<file path="src/glue_settings.svh">
`ifndef GLUE_SETTINGS_SVH
`define GLUE_SETTINGS_SVH

// --------------------
// bus widths
// --------------------
`define GLUE_ADDR_W 23 // cpu word address, bits 23..1
`define GLUE_DATA_W 16 // cpu data bus
`define GLUE_IPL_W 3 // interrupt level lines, active low
`define GLUE_RTC_W 64 // clock image, sixteen bcd nibbles

// --------------------
// address windows
// --------------------
`define GLUE_RTC_REGION 8'hDC // upper address byte of the clock window
`define GLUE_CIA_REGION 8'hBF // upper address byte of the cia window
`define GLUE_CIAA_BIT 12 // low here selects cia-a

// --------------------
// seconds divider
// --------------------
`define GLUE_TICKS_PER_SEC 28375160 // clk edges per second on hardware

`endif

</file>
<file path="src/glue_pkg.sv">
`include "glue_settings.svh"

package glue_pkg;

	// one cpu bus cycle, held for the whole cycle
	typedef struct packed {
		logic [`GLUE_ADDR_W:1] address; // word address, a0 not present
		logic rd; // read level
		logic hwr; // upper byte write
		logic lwr; // lower byte write
	} cpu_req_t;

	// clock image from the host
	// toggle flips once per new image
	typedef struct packed {
		logic toggle;
		logic [`GLUE_RTC_W-1:0] time_bcd; // low byte is seconds
	} rtc_host_t;

	// decoded address window
	typedef enum logic [1:0] {
		REGION_NONE = 2'd0,
		REGION_RTC = 2'd1,
		REGION_CIAA = 2'd2
	} region_e;

	// agnus video standard
	typedef enum logic [0:0] {
		STD_PAL = 1'b0,
		STD_NTSC = 1'b1
	} video_std_e;

endpackage

</file>
<file path="src/boot_control.sv">
`timescale 1ns/1ns

module boot_control (
	input logic clk,
	input logic rst,
	input logic clk7_en, // 7 MHz enable
	input logic cpu_reset_in_n, // reset instruction from the cpu core
	input logic user_reset, // reset from the osd
	input logic cpu_halt_req, // host wants the cpu held
	input logic ciaa_write,
	input glue_pkg::video_std_e ntsc_req, // standard chosen in the menu
	output logic sys_reset,
	output logic cpu_reset_n,
	output logic ovl, // kickstart overlay at address 0
	output glue_pkg::video_std_e ntsc
);

	logic cpu_run_q; // first stage of the cpu reset release

	// --------------------
	// reset combination
	// --------------------
	assign sys_reset = rst | user_reset | ~cpu_reset_in_n;

	// two flops from cause to cpu reset pin, both edges
	// rst reaches them through sys_reset
	always_ff @(posedge clk) begin
		cpu_run_q <= ~(sys_reset | cpu_halt_req);
		cpu_reset_n <= cpu_run_q;
	end

	// --------------------
	// kickstart overlay
	// --------------------
	// rom mirrored at 0 until the first cia-a write
	always_ff @(posedge clk) begin
		if (rst || !cpu_reset_n || !cpu_reset_in_n) begin
			ovl <= 1'b1; // set wins over the clear below
		end else if (ciaa_write) begin
			ovl <= 1'b0; // kickstart has turned it off
		end
	end

	// --------------------
	// pal/ntsc latch
	// --------------------
	// agnus only switches standard while in reset
	always_ff @(posedge clk) begin
		if (rst) begin
			ntsc <= glue_pkg::STD_PAL;
		end else if (sys_reset && clk7_en) begin
			ntsc <= ntsc_req;
		end
	end

endmodule

</file>
<file path="src/cpu_bus_glue.sv">
`timescale 1ns/1ns
`include "glue_settings.svh"

module cpu_bus_glue (
	input glue_pkg::cpu_req_t cpu_req,
	input logic [3:0] rtc_nibble, // selected clock nibble
	input logic int7, // level 7 request, freeze button
	input logic [`GLUE_IPL_W-1:0] ipl_paula, // active low
	output logic ciaa_write,
	output logic [`GLUE_DATA_W-1:0] cpu_rdata,
	output logic [`GLUE_IPL_W-1:0] cpu_ipl // active low
);

	glue_pkg::region_e region;
	logic [7:0] upper_byte; // address bits 23..16
	logic wr; // either byte lane written
	logic [`GLUE_DATA_W-1:0] rtc_rdata; // clock contribution to the read bus

	assign upper_byte = cpu_req.address[`GLUE_ADDR_W:16];
	assign wr = cpu_req.hwr | cpu_req.lwr;

	// --------------------
	// address decode
	// --------------------
	always_comb begin
		region = glue_pkg::REGION_NONE;
		if (upper_byte == `GLUE_RTC_REGION) begin
			region = glue_pkg::REGION_RTC;
		end else if (upper_byte == `GLUE_CIA_REGION && !cpu_req.address[`GLUE_CIAA_BIT]) begin
			region = glue_pkg::REGION_CIAA; // cia-b sits where bit 12 is high
		end
	end

	// any write into cia-a, clears overlay downstream
	assign ciaa_write = (region == glue_pkg::REGION_CIAA) && wr;

	// --------------------
	// read data
	// --------------------
	// nibble in bits 3..0, upper bits zero
	always_comb begin
		rtc_rdata = '0;
		if (region == glue_pkg::REGION_RTC && cpu_req.rd) begin
			rtc_rdata[3:0] = rtc_nibble;
		end
	end

	// or-merge of all read sources, only the clock left
	assign cpu_rdata = rtc_rdata;

	// --------------------
	// interrupts
	// --------------------
	assign cpu_ipl = int7 ? '0 : ipl_paula; // all lines low = level 7

endmodule

</file>
<file path="src/minimig_glue.sv">
`timescale 1ns/1ns
`include "glue_settings.svh"

module minimig_glue #(
	parameter int unsigned ticks_per_sec = `GLUE_TICKS_PER_SEC // edges per rtc second
) (
	input logic clk,
	input logic rst,
	input logic clk7_en,
	input glue_pkg::cpu_req_t cpu_req,
	input logic cpu_reset_in_n,
	input logic user_reset,
	input logic cpu_halt_req,
	input glue_pkg::video_std_e ntsc_req,
	input logic int7,
	input logic [`GLUE_IPL_W-1:0] ipl_paula, // active low
	input glue_pkg::rtc_host_t rtc_host,
	output logic [`GLUE_DATA_W-1:0] cpu_rdata,
	output logic [`GLUE_IPL_W-1:0] cpu_ipl,
	output logic cpu_reset_n,
	output logic sys_reset,
	output logic ovl,
	output glue_pkg::video_std_e ntsc
);

	logic [3:0] rtc_nibble; // clock nibble to the read mux
	logic ciaa_write; // clears overlay

	// decode, read merge, level 7
	cpu_bus_glue i_cpu_bus_glue (
		.cpu_req(cpu_req),
		.rtc_nibble(rtc_nibble),
		.int7(int7),
		.ipl_paula(ipl_paula),
		.ciaa_write(ciaa_write),
		.cpu_rdata(cpu_rdata),
		.cpu_ipl(cpu_ipl)
	);

	// battery clock, indexed by address bits 5..2
	rtc_clock #(.ticks_per_sec(ticks_per_sec)) i_rtc_clock (
		.clk(clk),
		.rst(rst),
		.rtc_host(rtc_host),
		.nibble_index(cpu_req.address[5:2]),
		.rtc_nibble(rtc_nibble)
	);

	// resets, overlay, video standard
	boot_control i_boot_control (
		.clk(clk),
		.rst(rst),
		.clk7_en(clk7_en),
		.cpu_reset_in_n(cpu_reset_in_n),
		.user_reset(user_reset),
		.cpu_halt_req(cpu_halt_req),
		.ciaa_write(ciaa_write),
		.ntsc_req(ntsc_req),
		.sys_reset(sys_reset),
		.cpu_reset_n(cpu_reset_n),
		.ovl(ovl),
		.ntsc(ntsc)
	);

endmodule

</file>
<file path="src/rtc_clock.sv">
`timescale 1ns/1ns
`include "glue_settings.svh"

module rtc_clock #(
	parameter int unsigned ticks_per_sec = `GLUE_TICKS_PER_SEC
) (
	input logic clk,
	input logic rst,
	input glue_pkg::rtc_host_t rtc_host,
	input logic [3:0] nibble_index, // address bits 5..2
	output logic [3:0] rtc_nibble
);

	localparam int CNT_W = $clog2(ticks_per_sec + 1);
	localparam logic [CNT_W-1:0] CNT_LAST = CNT_W'(ticks_per_sec - 1); // last tick of a second

	logic [`GLUE_RTC_W-1:0] rtc_reg; // current clock image
	logic [CNT_W-1:0] tick_cnt; // edges within the current second
	logic toggle_q; // host toggle seen last edge
	logic load; // host has a fresh image
	logic [3:0] sec_units;
	logic [3:0] sec_tens;
	logic sec_wrap; // one second elapsed

	assign load = rtc_host.toggle ^ toggle_q;
	assign sec_units = rtc_reg[3:0];
	assign sec_tens = rtc_reg[7:4];
	assign sec_wrap = (tick_cnt == CNT_LAST);

	// --------------------
	// host load and divider
	// --------------------
	always_ff @(posedge clk) begin
		if (rst) begin
			rtc_reg <= '0;
			tick_cnt <= '0;
			toggle_q <= 1'b0;
		end else begin
			toggle_q <= rtc_host.toggle;
			if (load) begin
				// seconds restart from zero on every load
				rtc_reg <= {rtc_host.time_bcd[`GLUE_RTC_W-1:8], 8'h00};
				tick_cnt <= '0;
			end else if (!sec_wrap) begin
				tick_cnt <= tick_cnt + 1'b1;
			end else begin
				tick_cnt <= '0;
				// bcd seconds, stuck at 59
				if (sec_units < 4'd9) begin
					rtc_reg[3:0] <= sec_units + 4'd1;
				end else if (sec_tens < 4'd5) begin
					rtc_reg[7:0] <= {sec_tens + 4'd1, 4'd0}; // carry into tens
				end
			end
		end
	end

	// minutes and up never advance here, the host refreshes them

	// --------------------
	// nibble read
	// --------------------
	// nibble 0 is seconds units, nibble 15 the top of the image
	assign rtc_nibble = rtc_reg[{nibble_index, 2'b00} +: 4];

endmodule

</file>
<file path="config.mk">
export PLATFORM = sky130hd
export DESIGN_NAME = minimig_glue
export DESIGN_NICKNAME = d
export VERILOG_FILES = /design/src/glue_pkg.sv /design/src/boot_control.sv /design/src/cpu_bus_glue.sv /design/src/minimig_glue.sv /design/src/rtc_clock.sv
export VERILOG_INCLUDE_DIRS = /design/src
export SDC_FILE = /design/constraint.sdc
export NUM_CORES = 1
export LEC_CHECK = 0
export BUFFER_PORTS_ARGS = -buffer_cell sky130_fd_sc_hd__buf_2
export CAP_MARGIN = 20
export CORE_MARGIN = 1
export CORE_UTILIZATION = 40
export CTS_CLUSTER_SIZE = 12
export DETAILED_ROUTE_END_ITERATION = 6
export MAX_ROUTING_LAYER = met4
export PLACE_DENSITY = 0.75
export SYNTH_ARGS = -nofsm -noshare
export SYNTH_HDL_FRONTEND = slang
export SYNTH_SLANG_ARGS = --single-unit
</file>
<file path="constraint.sdc">
create_clock -name clk -period 2.3 [get_ports clk]
set_input_delay 0.46 -clock clk [delete_from_list [all_inputs] [get_ports clk]]
set_output_delay 0.46 -clock clk [all_outputs]
set_load 0.01 [all_outputs]
</file>
==> flow_summary.ini, run 1 <==
[worst_setup_path]
r2r-start = i_rtc_clock.tick_cnt[3]
r2r_slack_ns = 0.08
path_cells = or4b_1 -> or4_1 -> o31ai_4 -> buf_12 -> a21oi_1
crit_family = simple AND/OR/NAND/NOR gates
critPathRequiredTime_ns = 2.55
critical_path_arrival_ns = 2.48
max_stage_delay_ns = 0.60
critPathCaptureType = flip-flop
crit_slowest_cell = or4b_1
crit_type = reg2reg
crit_fanout = 21
startpoint_type = flip-flop
reg2reg_depth = 5
reg2reg_to = i_rtc_clock.tick_cnt[20]
critPathBufInv = 1

[min_path]
min_to = i_boot_control.cpu_run_q
whs_path_depth = 2
hold_path.startpoint = cpu_halt_req
hold_path.class = in2reg

[sta]
setup_viol = 0
skew_ns = 0.0131
hold_violations = 0
fin_crit_sh = 0.967
max_clock_freq_ghz = 0.450
max_slew.worst_pin.slew_ns = 0.845
slew_headroom = 0.435
period_minus_slack_ns = 2.22
grt_setup_unrepaired = no
slew_viol_final = 0
fin_tns_setup_ns = 0

[floorplan]
core-area_sq_um = 10400
fp.dieW_microns = 106
die_h_microns = 106
rows = 37
start_util = 0.416
io_pins = 125
dieArea_sq_um = 11200

[drt]
num_vias = 3850
drt-total-wl_mm = 10.2
ant_nets = 0
drtPass1Iterations = 4
vias_per_cell = 5.21
post-route-drc-count = 0
initialDrtViolationCount = 220
routedWlPerCell_microns = 13.8

[synthesis]
ys_seq_area_frac = 0.435
synth-compound-area-share = 0.116
synthCells = 512
synth_area_leaders = dfxtp_1 (43%), nand2_1 (11%), mux4_2 (8.3%)
synth_top_family_by_area = simple AND/OR/NAND/NOR gates
synth_cell_types = 42
synthArstFlopShare = 0
synth_edf_count = 0
synth_top_area_share = 0.435
muxShareOfSynthArea = 0.0901
synth.most_common_cell = nand2_1
yosys.area_share.simple = 0.248
postSynthRegisterBits = 94
yosys_warnings = 0
synthXorXnorAreaFrac = 0.0344
synth_top_area_cell = dfxtp_1
syn_area_per_cell_sq_um = 8.46
yosys_most_used_dff = dfxtp_1
synth_common_cells = nand2_1 (129), dfxtp_1 (94), a21oi_1 (65)
synth_fa_ha_area_frac = 0.0144
netlist_area_sq_um = 4330

[grt]
grtUsageTotal = 0.197
overflow = 0
grt_max_degree = 57
grt_pass1_vias = 3797
antenna_found_initial = 0
grt_pass1_wl_mm = 17.3

[layout]
area_growth_pct = 20.1
design_area_sq_um = 5200
drive_gt1_frac = 0.240
insertedDiodeCount = 0
fin_nets = 706
fillerInstances = 1001
largest_reg_flops = 64

[outcome]
outcome = completed

[placed_design]
place_area_sq_um = 4950
portBuffers = 94
place.gp.congestion = 0.843
hpwl_mm = 7.44

[cts]
cts_sinks = 94
cts_buffers = 9
cts_max_level = 3
cts-root-buf = clkbuf_8
cts_buffer_depth = 2
clk_latency_ns = 0.37
cts_tree = done
clk_pin_slew_ns = 0.10

[power]
power_per_cell_area_nw_per_um2 = 670
ir_worst_vdd_mv = 0.453
p_leak_nw = 2.01

[flow_run]
drv_cap = 0
metrics by stage:
step	setup slack [ns]	hold slack (ns)	total power (W)	instances	util
floorplan	0.00746	0.310	0.00204	523	-
CTS	0.0815	0.218	0.00350	739	0.498
global placement	0.127	0.310	0.00217	724	0.475
global route	0.00370	0.219	0.00362	739	0.499
finish	0.0770	0.232	0.00348	739	0.499
detailed placement	0.104	0.329	0.00218	724	0.475
final cells by class:
class	instances	area [sq um]	share of cell area
sequential	94	1880	0.362
tap	136	170	0.0327
clock inverter	6	119	0.0229
clock buffer	9	124	0.0238
inverter	14	52.6	0.0101
multi-input combinational	373	2260	0.435
timing repair buffer	107	593	0.114
logic make-up (layout without fill, tap and decap cells):
logic type,count (synthesis),in the layout
AND/OR/NAND/NOR,232,232
buffers and inverters,56,136
adder cells (fa/ha/maj),5,5
AO/OA/AOI/OAI,88,88
flip-flops,94,94
multiplexers,19,19
other,1,12
XOR/XNOR,17,17
power breakdown:
group / switching (W) / total, W / internal, W
clock: 0.000609 / 0.00134 / 0.000730
sequential: 0.0000403 / 0.00174 / 0.00170
combinational: 0.000223 / 0.000401 / 0.000178
total: 0.000872 / 0.00348 / 0.00261
cells in the final DEF, fill, tap and decap left out, types with 3 or more instances in the layout:
| cell | Yosys | routed |
|---|---|---|
| o22ai_1 | 5 | 5 |
| o21ai_0 | 5 | 5 |
| ha_1 | 5 | 5 |
| mux2i_1 | 3 | 3 |
| nor2_1 | 26 | 26 |
| or3_1 | 8 | 8 |
| nand3_1 | 13 | 13 |
| buf_2 | 2 | 94 |
| dfxtp_1 | 94 | 94 |
| nor4_1 | 9 | 9 |
| inv_1 | 14 | 14 |
| buf_4 | 14 | 11 |
| or4_1 | 10 | 9 |
| nand2_1 | 129 | 129 |
| xnor2_1 | 15 | 14 |
| a21oi_1 | 65 | 65 |
| o31ai_1 | 4 | 4 |
| bufinv_16 | 0 | 3 |
| nand4_1 | 8 | 8 |
| nand2b_1 | 4 | 4 |
| conb_1 | 1 | 12 |
| nor2b_1 | 5 | 5 |
| clkbuf_8 | 0 | 9 |
| mux4_2 | 16 | 16 |
| nor3_1 | 8 | 8 |
routing by layer:
metal | GRT usage | up-vias | routed length (microns)
met5 | - | - | 0
met4 | 0.0734 | 0 | 208
met3 | 0.0319 | 17 | 384
met2 | 0.324 | 87 | 4990
met1 | 0.245 | 1821 | 4650
li1 | - | 1925 | -
worst register-to-register path, cell delays in order (launching register included):
cell	delay, ns
dfxtp_1	0.36
or4b_1	0.60
or4_1	0.58
o31ai_4	0.32
buf_12	0.20
a21oi_1	0.06
worst max-delay path by stage:
stage                                  startpoint                       end  cells past startpoint
after CTS                 i_rtc_clock.tick_cnt[3]    i_rtc_clock.rtc_reg[2]                      4
final                     i_rtc_clock.tick_cnt[3]  i_rtc_clock.tick_cnt[20]                      5
after global placement                 cpu_req[4]              cpu_rdata[2]                      6
after detailed placement  i_rtc_clock.tick_cnt[3]  i_rtc_clock.tick_cnt[20]                      5
after global routing      i_rtc_clock.tick_cnt[7]    i_rtc_clock.rtc_reg[5]                      4
after floorplan                        cpu_req[4]              cpu_rdata[2]                      5
repair_timing:
| item | 4_1_cts | 5_1_grt |
|---|---|---|
| endpoints found under the setup margin | 0 | 3 |
| gates resized for setup | 0 | 2 |
| hold buffers | 0 | 0 |
| hold endpoints to repair | 0 | 0 |
| buffers inserted | 0 | 0 |
(Power assumes the default switching activity.)
==> run 2, diff against run 1 <==
--- a/config.mk
+++ b/config.mk
@@ -16,4 +16,5 @@
 export PLACE_DENSITY = 0.75
 export SYNTH_ARGS = -nofsm -noshare
 export SYNTH_HDL_FRONTEND = slang
+export SYNTH_HIERARCHICAL = 1
 export SYNTH_SLANG_ARGS = --single-unit
==> flow_summary.ini, run 2 <==
[synthesis]
synth.most_common_cell = nand2_1
postSynthRegisterBits = 94
yosys_most_used_dff = dfxtp_1
synth_top_area_share = 0.432
synth-compound-area-share = 0.0827
synth_cell_types = 45
syn_area_per_cell_sq_um = 8.86
synth_fa_ha_area_frac = 0.0144
muxShareOfSynthArea = 0.108
synth_edf_count = 0
yosys_warnings = 6
synth_common_cells = nand2_1 (121), dfxtp_1 (94), a21oi_1 (61)
synth_top_area_cell = dfxtp_1
synthCells = 492
yosys.area_share.simple = 0.254
netlist_area_sq_um = 4360
synth_top_family_by_area = simple AND/OR/NAND/NOR gates
ys_seq_area_frac = 0.432
synthArstFlopShare = 0
synthXorXnorAreaFrac = 0.0522
synth_area_leaders = dfxtp_1 (43%), nand2_1 (10%), mux4_2 (10%)

[worst_setup_path]
crit_top_cell = mux4_2
max_stage_delay_ns = 0.52
crit_type = in2out
critical_path_arrival_ns = 1.98
crit_family = multiplexers
path_cells = buf_8 -> buf_12 -> mux4_2 -> mux4_2 -> inv_2 -> nor4_2 -> buf_2
startpoint_type = input pin
critPathRequiredTime_ns = 1.84
crit_slowest_cell = mux4_2
critPathBufInv = 4
crit_fanout = 8
critPathCaptureType = output pin

[placed_design]
hpwl_mm = 7.47
dp.cells = 704
portBuffers = 94
place.gp.congestion = 0.861

[floorplan]
core-area_sq_um = 10500
die_h_microns = 106
dieArea_sq_um = 11300
io_pins = 125
fp.dieW_microns = 106
rows = 37
start_util = 0.417

[cts]
cts-root-buf = clkbuf_8
cts_tree = done
cts_max_level = 3
hold_buffers = 0
clk_latency_ns = 0.36
cts_buffers = 9
clk_pin_slew_ns = 0.09
cts_buffer_depth = 2
cts_sinks = 94

[power]
p_leak_nw = 2.04
power_per_cell_area_nw_per_um2 = 650
ir_worst_vdd_mv = 0.368
total_power_w = 0.00339

[drt]
initialDrtViolationCount = 275
vias_per_cell = 5.09
drt-total-wl_mm = 10.2
drtPass1Iterations = 5
ant_nets = 0
routedWlPerCell_microns = 14.1
post-route-drc-count = 0
num_vias = 3668

[min_path]
hold_path.class = in2reg

[grt]
use_met2 = 0.325
grt.busiest_layer = met2
grt_pass1_vias = 3580
grt_use_met3 = 0.0288
overflow = 0
grt_use_met1 = 0.233
antenna_found_initial = 0
grt_pass1_wl_mm = 16.9
grt_max_degree = 50
grtUsageTotal = 0.195

[sta]
slew_headroom = 0.608
fin_crit_sh = 1.06
setup_viol = 4
period_minus_slack_ns = 2.44
max_clock_freq_ghz = 0.410
final.setup.worst_slack_ns = -0.141
hold_violations = 0
max_slew.worst_pin.slew_ns = 0.582
slew_viol_final = 0
grt_setup_unrepaired = yes
fin_tns_setup_ns = -0.456
skew_ns = 0.00894

[layout]
final_common_cell = nand2_1
layout_common_cells = nand2_1 (121), buf_2 (93), dfxtp_1 (89), a21oi_1 (61), nor2_1 (34)
drive_gt1_frac = 0.281
area_growth_pct = 19.7
largest_reg_flops = 64
insertedDiodeCount = 0
fin_cells = 720
fillerInstances = 1001
fin_nets = 687

[outcome]
outcome = finished, violations left
violations = negative setup slack

[flow_run]
drv_cap = 0
run 2: layer usage:
layer | up-vias | wire length (microns)
met5 | - | 0
met2 | 114 | 5180
met4 | 0 | 227
met3 | 18 | 404
li1 | 1828 | -
met1 | 1708 | 4370
run 2: worst reg2reg max path, cell delays in order, from the launching register on:
cell and delay [ns]:
dfxtp_1 0.36, nor4_2 0.34, nand4_2 0.24, or3_4 0.48, nand2_4 0.24, nor2_1 0.10
run 2: area by class of cell:
class	instances	area (sq um)	share of cell area
clock inverter	5	83.8	0.0161
tap	136	170	0.0326
sequential	94	1890	0.362
clock buffer	10	138	0.0264
timing repair buffer	103	593	0.114
inverter	11	41.3	0.00791
multi-input combinational	361	2300	0.442
run 2: power by group:
group	internal, W	switching, W	total (W)	leakage, nW
Sequential	0.00170	0.0000502	0.00175	0.771
Combinational	0.000197	0.000223	0.000420	1.16
Clock	0.000638	0.000578	0.00122	0.105
run 2: kinds of logic after synthesis:
family,Yosys count
AO/OA/AOI/OAI,69
XOR/XNOR,26
adder cells (fa/ha/maj),5
buffers and inverters,48
flip-flops,94
multiplexers,22
other,1
AND/OR/NAND/NOR,227
run 2: final timing paths:
path                       startpoint                         end  slack, ns  depth (start not counted)
max reg2reg  i_rtc_clock/tick_cnt[17]     i_rtc_clock/tick_cnt[2]       0.42                          5
min reg2reg  i_boot_control/cpu_run_q  i_boot_control/cpu_reset_n       0.34                          0
max                        cpu_req[4]                cpu_rdata[2]      -0.14                          7
min                      cpu_halt_req    i_boot_control/cpu_run_q       0.25                          2
run 2: through the flow:
stage / hold WS [ns] / util / cell area (sq um) / worst slack (ns)
after floorplan: 0.310 / - / 4420 / 0.0359
after global placement: 0.312 / 0.473 / 4950 / -0.157
after detailed placement: 0.326 / 0.473 / 4950 / -0.207
after CTS: 0.237 / 0.498 / 5220 / -0.137
after global routing: 0.238 / 0.499 / 5220 / -0.172
final: 0.252 / 0.499 / 5220 / -0.141
run 2: what timing repair did:
item,CTS,global route
pin swaps,1,0
gates cloned,1,0
setup endpoints to repair,4,4
setup buffers,0,0
gates resized for setup,10,4
==> run 3, diff against run 2 <==
==> constraint.sdc (replaced) <==
create_clock -name clk -period 2.3 [get_ports clk]
set_input_delay 0.115 -clock clk [delete_from_list [all_inputs] [get_ports clk]]
set_output_delay 0.115 -clock clk [all_outputs]
set_load 0.01 [all_outputs]
==> flow_summary.ini, run 3 (synthesis gave the netlist of run 2 again) <==
[outcome]
outcome = completed

[sta]
setup_viol = 0
period_minus_slack_ns = 2.08
whs_ns = 0.00291
slew_headroom = 0.335
hold_violations = 0
grt_setup_unrepaired = no
skew_ns = 0.0128
slew_viol_final = 0
fin_tns_setup_ns = 0
max_clock_freq_ghz = 0.481
fin_crit_sh = 0.904
max_slew.worst_pin.slew_ns = 0.993
final.setup.worst_slack_ns = 0.221

[flow_run]
drv_cap = 0

[layout]
insertedDiodeCount = 0
multiInputGateArea_sq_um = 2300
drive_gt1_frac = 0.243
ff_latch_area_sq_um = 1880
largest_reg_flops = 64
area_growth_pct = 27.6
layout_common_cells = nand2_1 (121), dfxtp_1 (94), buf_2 (94), a21oi_1 (61), dlygate4sd3_1 (41)
final_common_cell = nand2_1
fillerInstances = 943
fin_nets = 724

[floorplan]
start_util = 0.417
rows = 37
fp.dieW_microns = 106
core-area_sq_um = 10500
io_pins = 125
die_h_microns = 106
dieArea_sq_um = 11300

[min_path]
hold_path.class = in2reg
hold_path.startpoint = rtc_host[23]

[drt]
post-route-drc-count = 0
drtPass1Iterations = 4
initialDrtViolationCount = 195
num_vias = 3868
ant_nets = 0
vias_per_cell = 5.10
drt-total-wl_mm = 11.0
routedWlPerCell_microns = 14.6

[worst_setup_path]
path_cells = mux4_2 -> mux4_2 -> inv_1 -> nor4_1 -> buf_2
max_stage_delay_ns = 0.51
r2r-start = i_rtc_clock/tick_cnt[17]
critPathBufInv = 2
startpoint = i_rtc_clock/rtc_reg[62]
critPathCaptureType = output pin
crit_fanout = 2
critPathRequiredTime_ns = 2.18
critical_path_arrival_ns = 1.96
crit_slowest_cell = mux4_2
crit_type = reg2out
startpoint_type = flip-flop
crit_family = multiplexers
crit_top_cell = mux4_2

[cts]
cts-root-buf = clkbuf_8
cts_max_level = 3
clk_pin_slew_ns = 0.10
clk_latency_ns = 0.36
cts_buffer_depth = 2
cts_tree = done
cts_resized = 0
cts_sinks = 94
cts_buffers = 9

[grt]
grt_pass1_wl_mm = 18.0
grt_max_degree = 42
grtUsageTotal = 0.206
overflow = 0
antenna_found_initial = 0
grt_pass1_vias = 3894

[placed_design]
place.gp.congestion = 0.813
portBuffers = 94
pre_cts_ws_ns = 0.371
hpwl_mm = 7.28

[power]
p_leak_nw = 2.19
power_per_cell_area_nw_per_um2 = 608
ir_worst_vdd_mv = 0.544
[run 3: cell count changes in the layout (fill, tap and decap cells not counted), moves of 2 or more]
cell | before | now
buf_4 | 6 | 2
clkinvlp_4 | 2 | 0
dfxtp_1 | 89 | 94
dfxtp_2 | 5 | 0
dlygate4sd3_1 | 0 | 41
inv_1 | 7 | 11
inv_2 | 4 | 0
inv_6 | 0 | 2
[run 3: worst register-to-register path, stage by stage (launching register included)]
cell and delay (ns):
dfxtp_1 0.38, nor4_2 0.42, nand4_2 0.25, nor3_1 0.48, nand3_1 0.17, a21oi_1 0.20
[run 3: final cells by class]
| type | count | share of cell area |
|---|---|---|
| repair buffers | 140 | 0.172 |
| flip-flops and latches | 94 | 0.338 |
| well taps | 136 | 0.0306 |
| multi-input cells | 361 | 0.413 |
| inverters | 11 | 0.00742 |
| clock inverters | 5 | 0.0117 |
| clock buffers | 11 | 0.0272 |
[run 3: where the power goes]
| part | internal [W] | switching [W] |
|---|---|---|
| sequential | 0.00170 | 0.0000419 |
| combinational | 0.000236 | 0.000238 |
| clock | 0.000574 | 0.000590 |
| total | 0.00251 | 0.000870 |
[run 3: worst paths after layout]
kind | slack, ns | depth (start not counted) | endpoint
worst max-delay path | 0.22 | 5 | cpu_rdata[2]
worst min-delay path | 0.003 | 3 | i_rtc_clock/rtc_reg[23]
worst max register to register | 0.31 | 5 | i_rtc_clock/rtc_reg[0]
worst min register to register | 0.34 | 0 | i_boot_control/cpu_reset_n
[run 3: through the flow]
step           utilization  power, W  cell area [sq um]  std cells
2_1_floorplan            -   0.00205               4400        503
3_3_place_gp         0.472   0.00218               4940        701
3_5_place_dp         0.472   0.00219               4940        701
4_1_cts              0.531   0.00339               5550        757
5_1_grt              0.532   0.00353               5560        758
6_report             0.532   0.00338               5560        758
[run 3: per-layer routing]
metal | vias up | GRT usage | part of all wire
li1 | 1901 | - | -
met1 | 1824 | 0.225 | 0.40
met2 | 114 | 0.369 | 0.54
met3 | 29 | 0.0392 | 0.040
met4 | 0 | 0.0754 | 0.027
met5 | - | - | 0
[run 3: what timing repair did]
action                    4_1_cts  5_1_grt
hold buffers                   40        1
hold endpoints to repair       40        1
setup buffers                   0        0
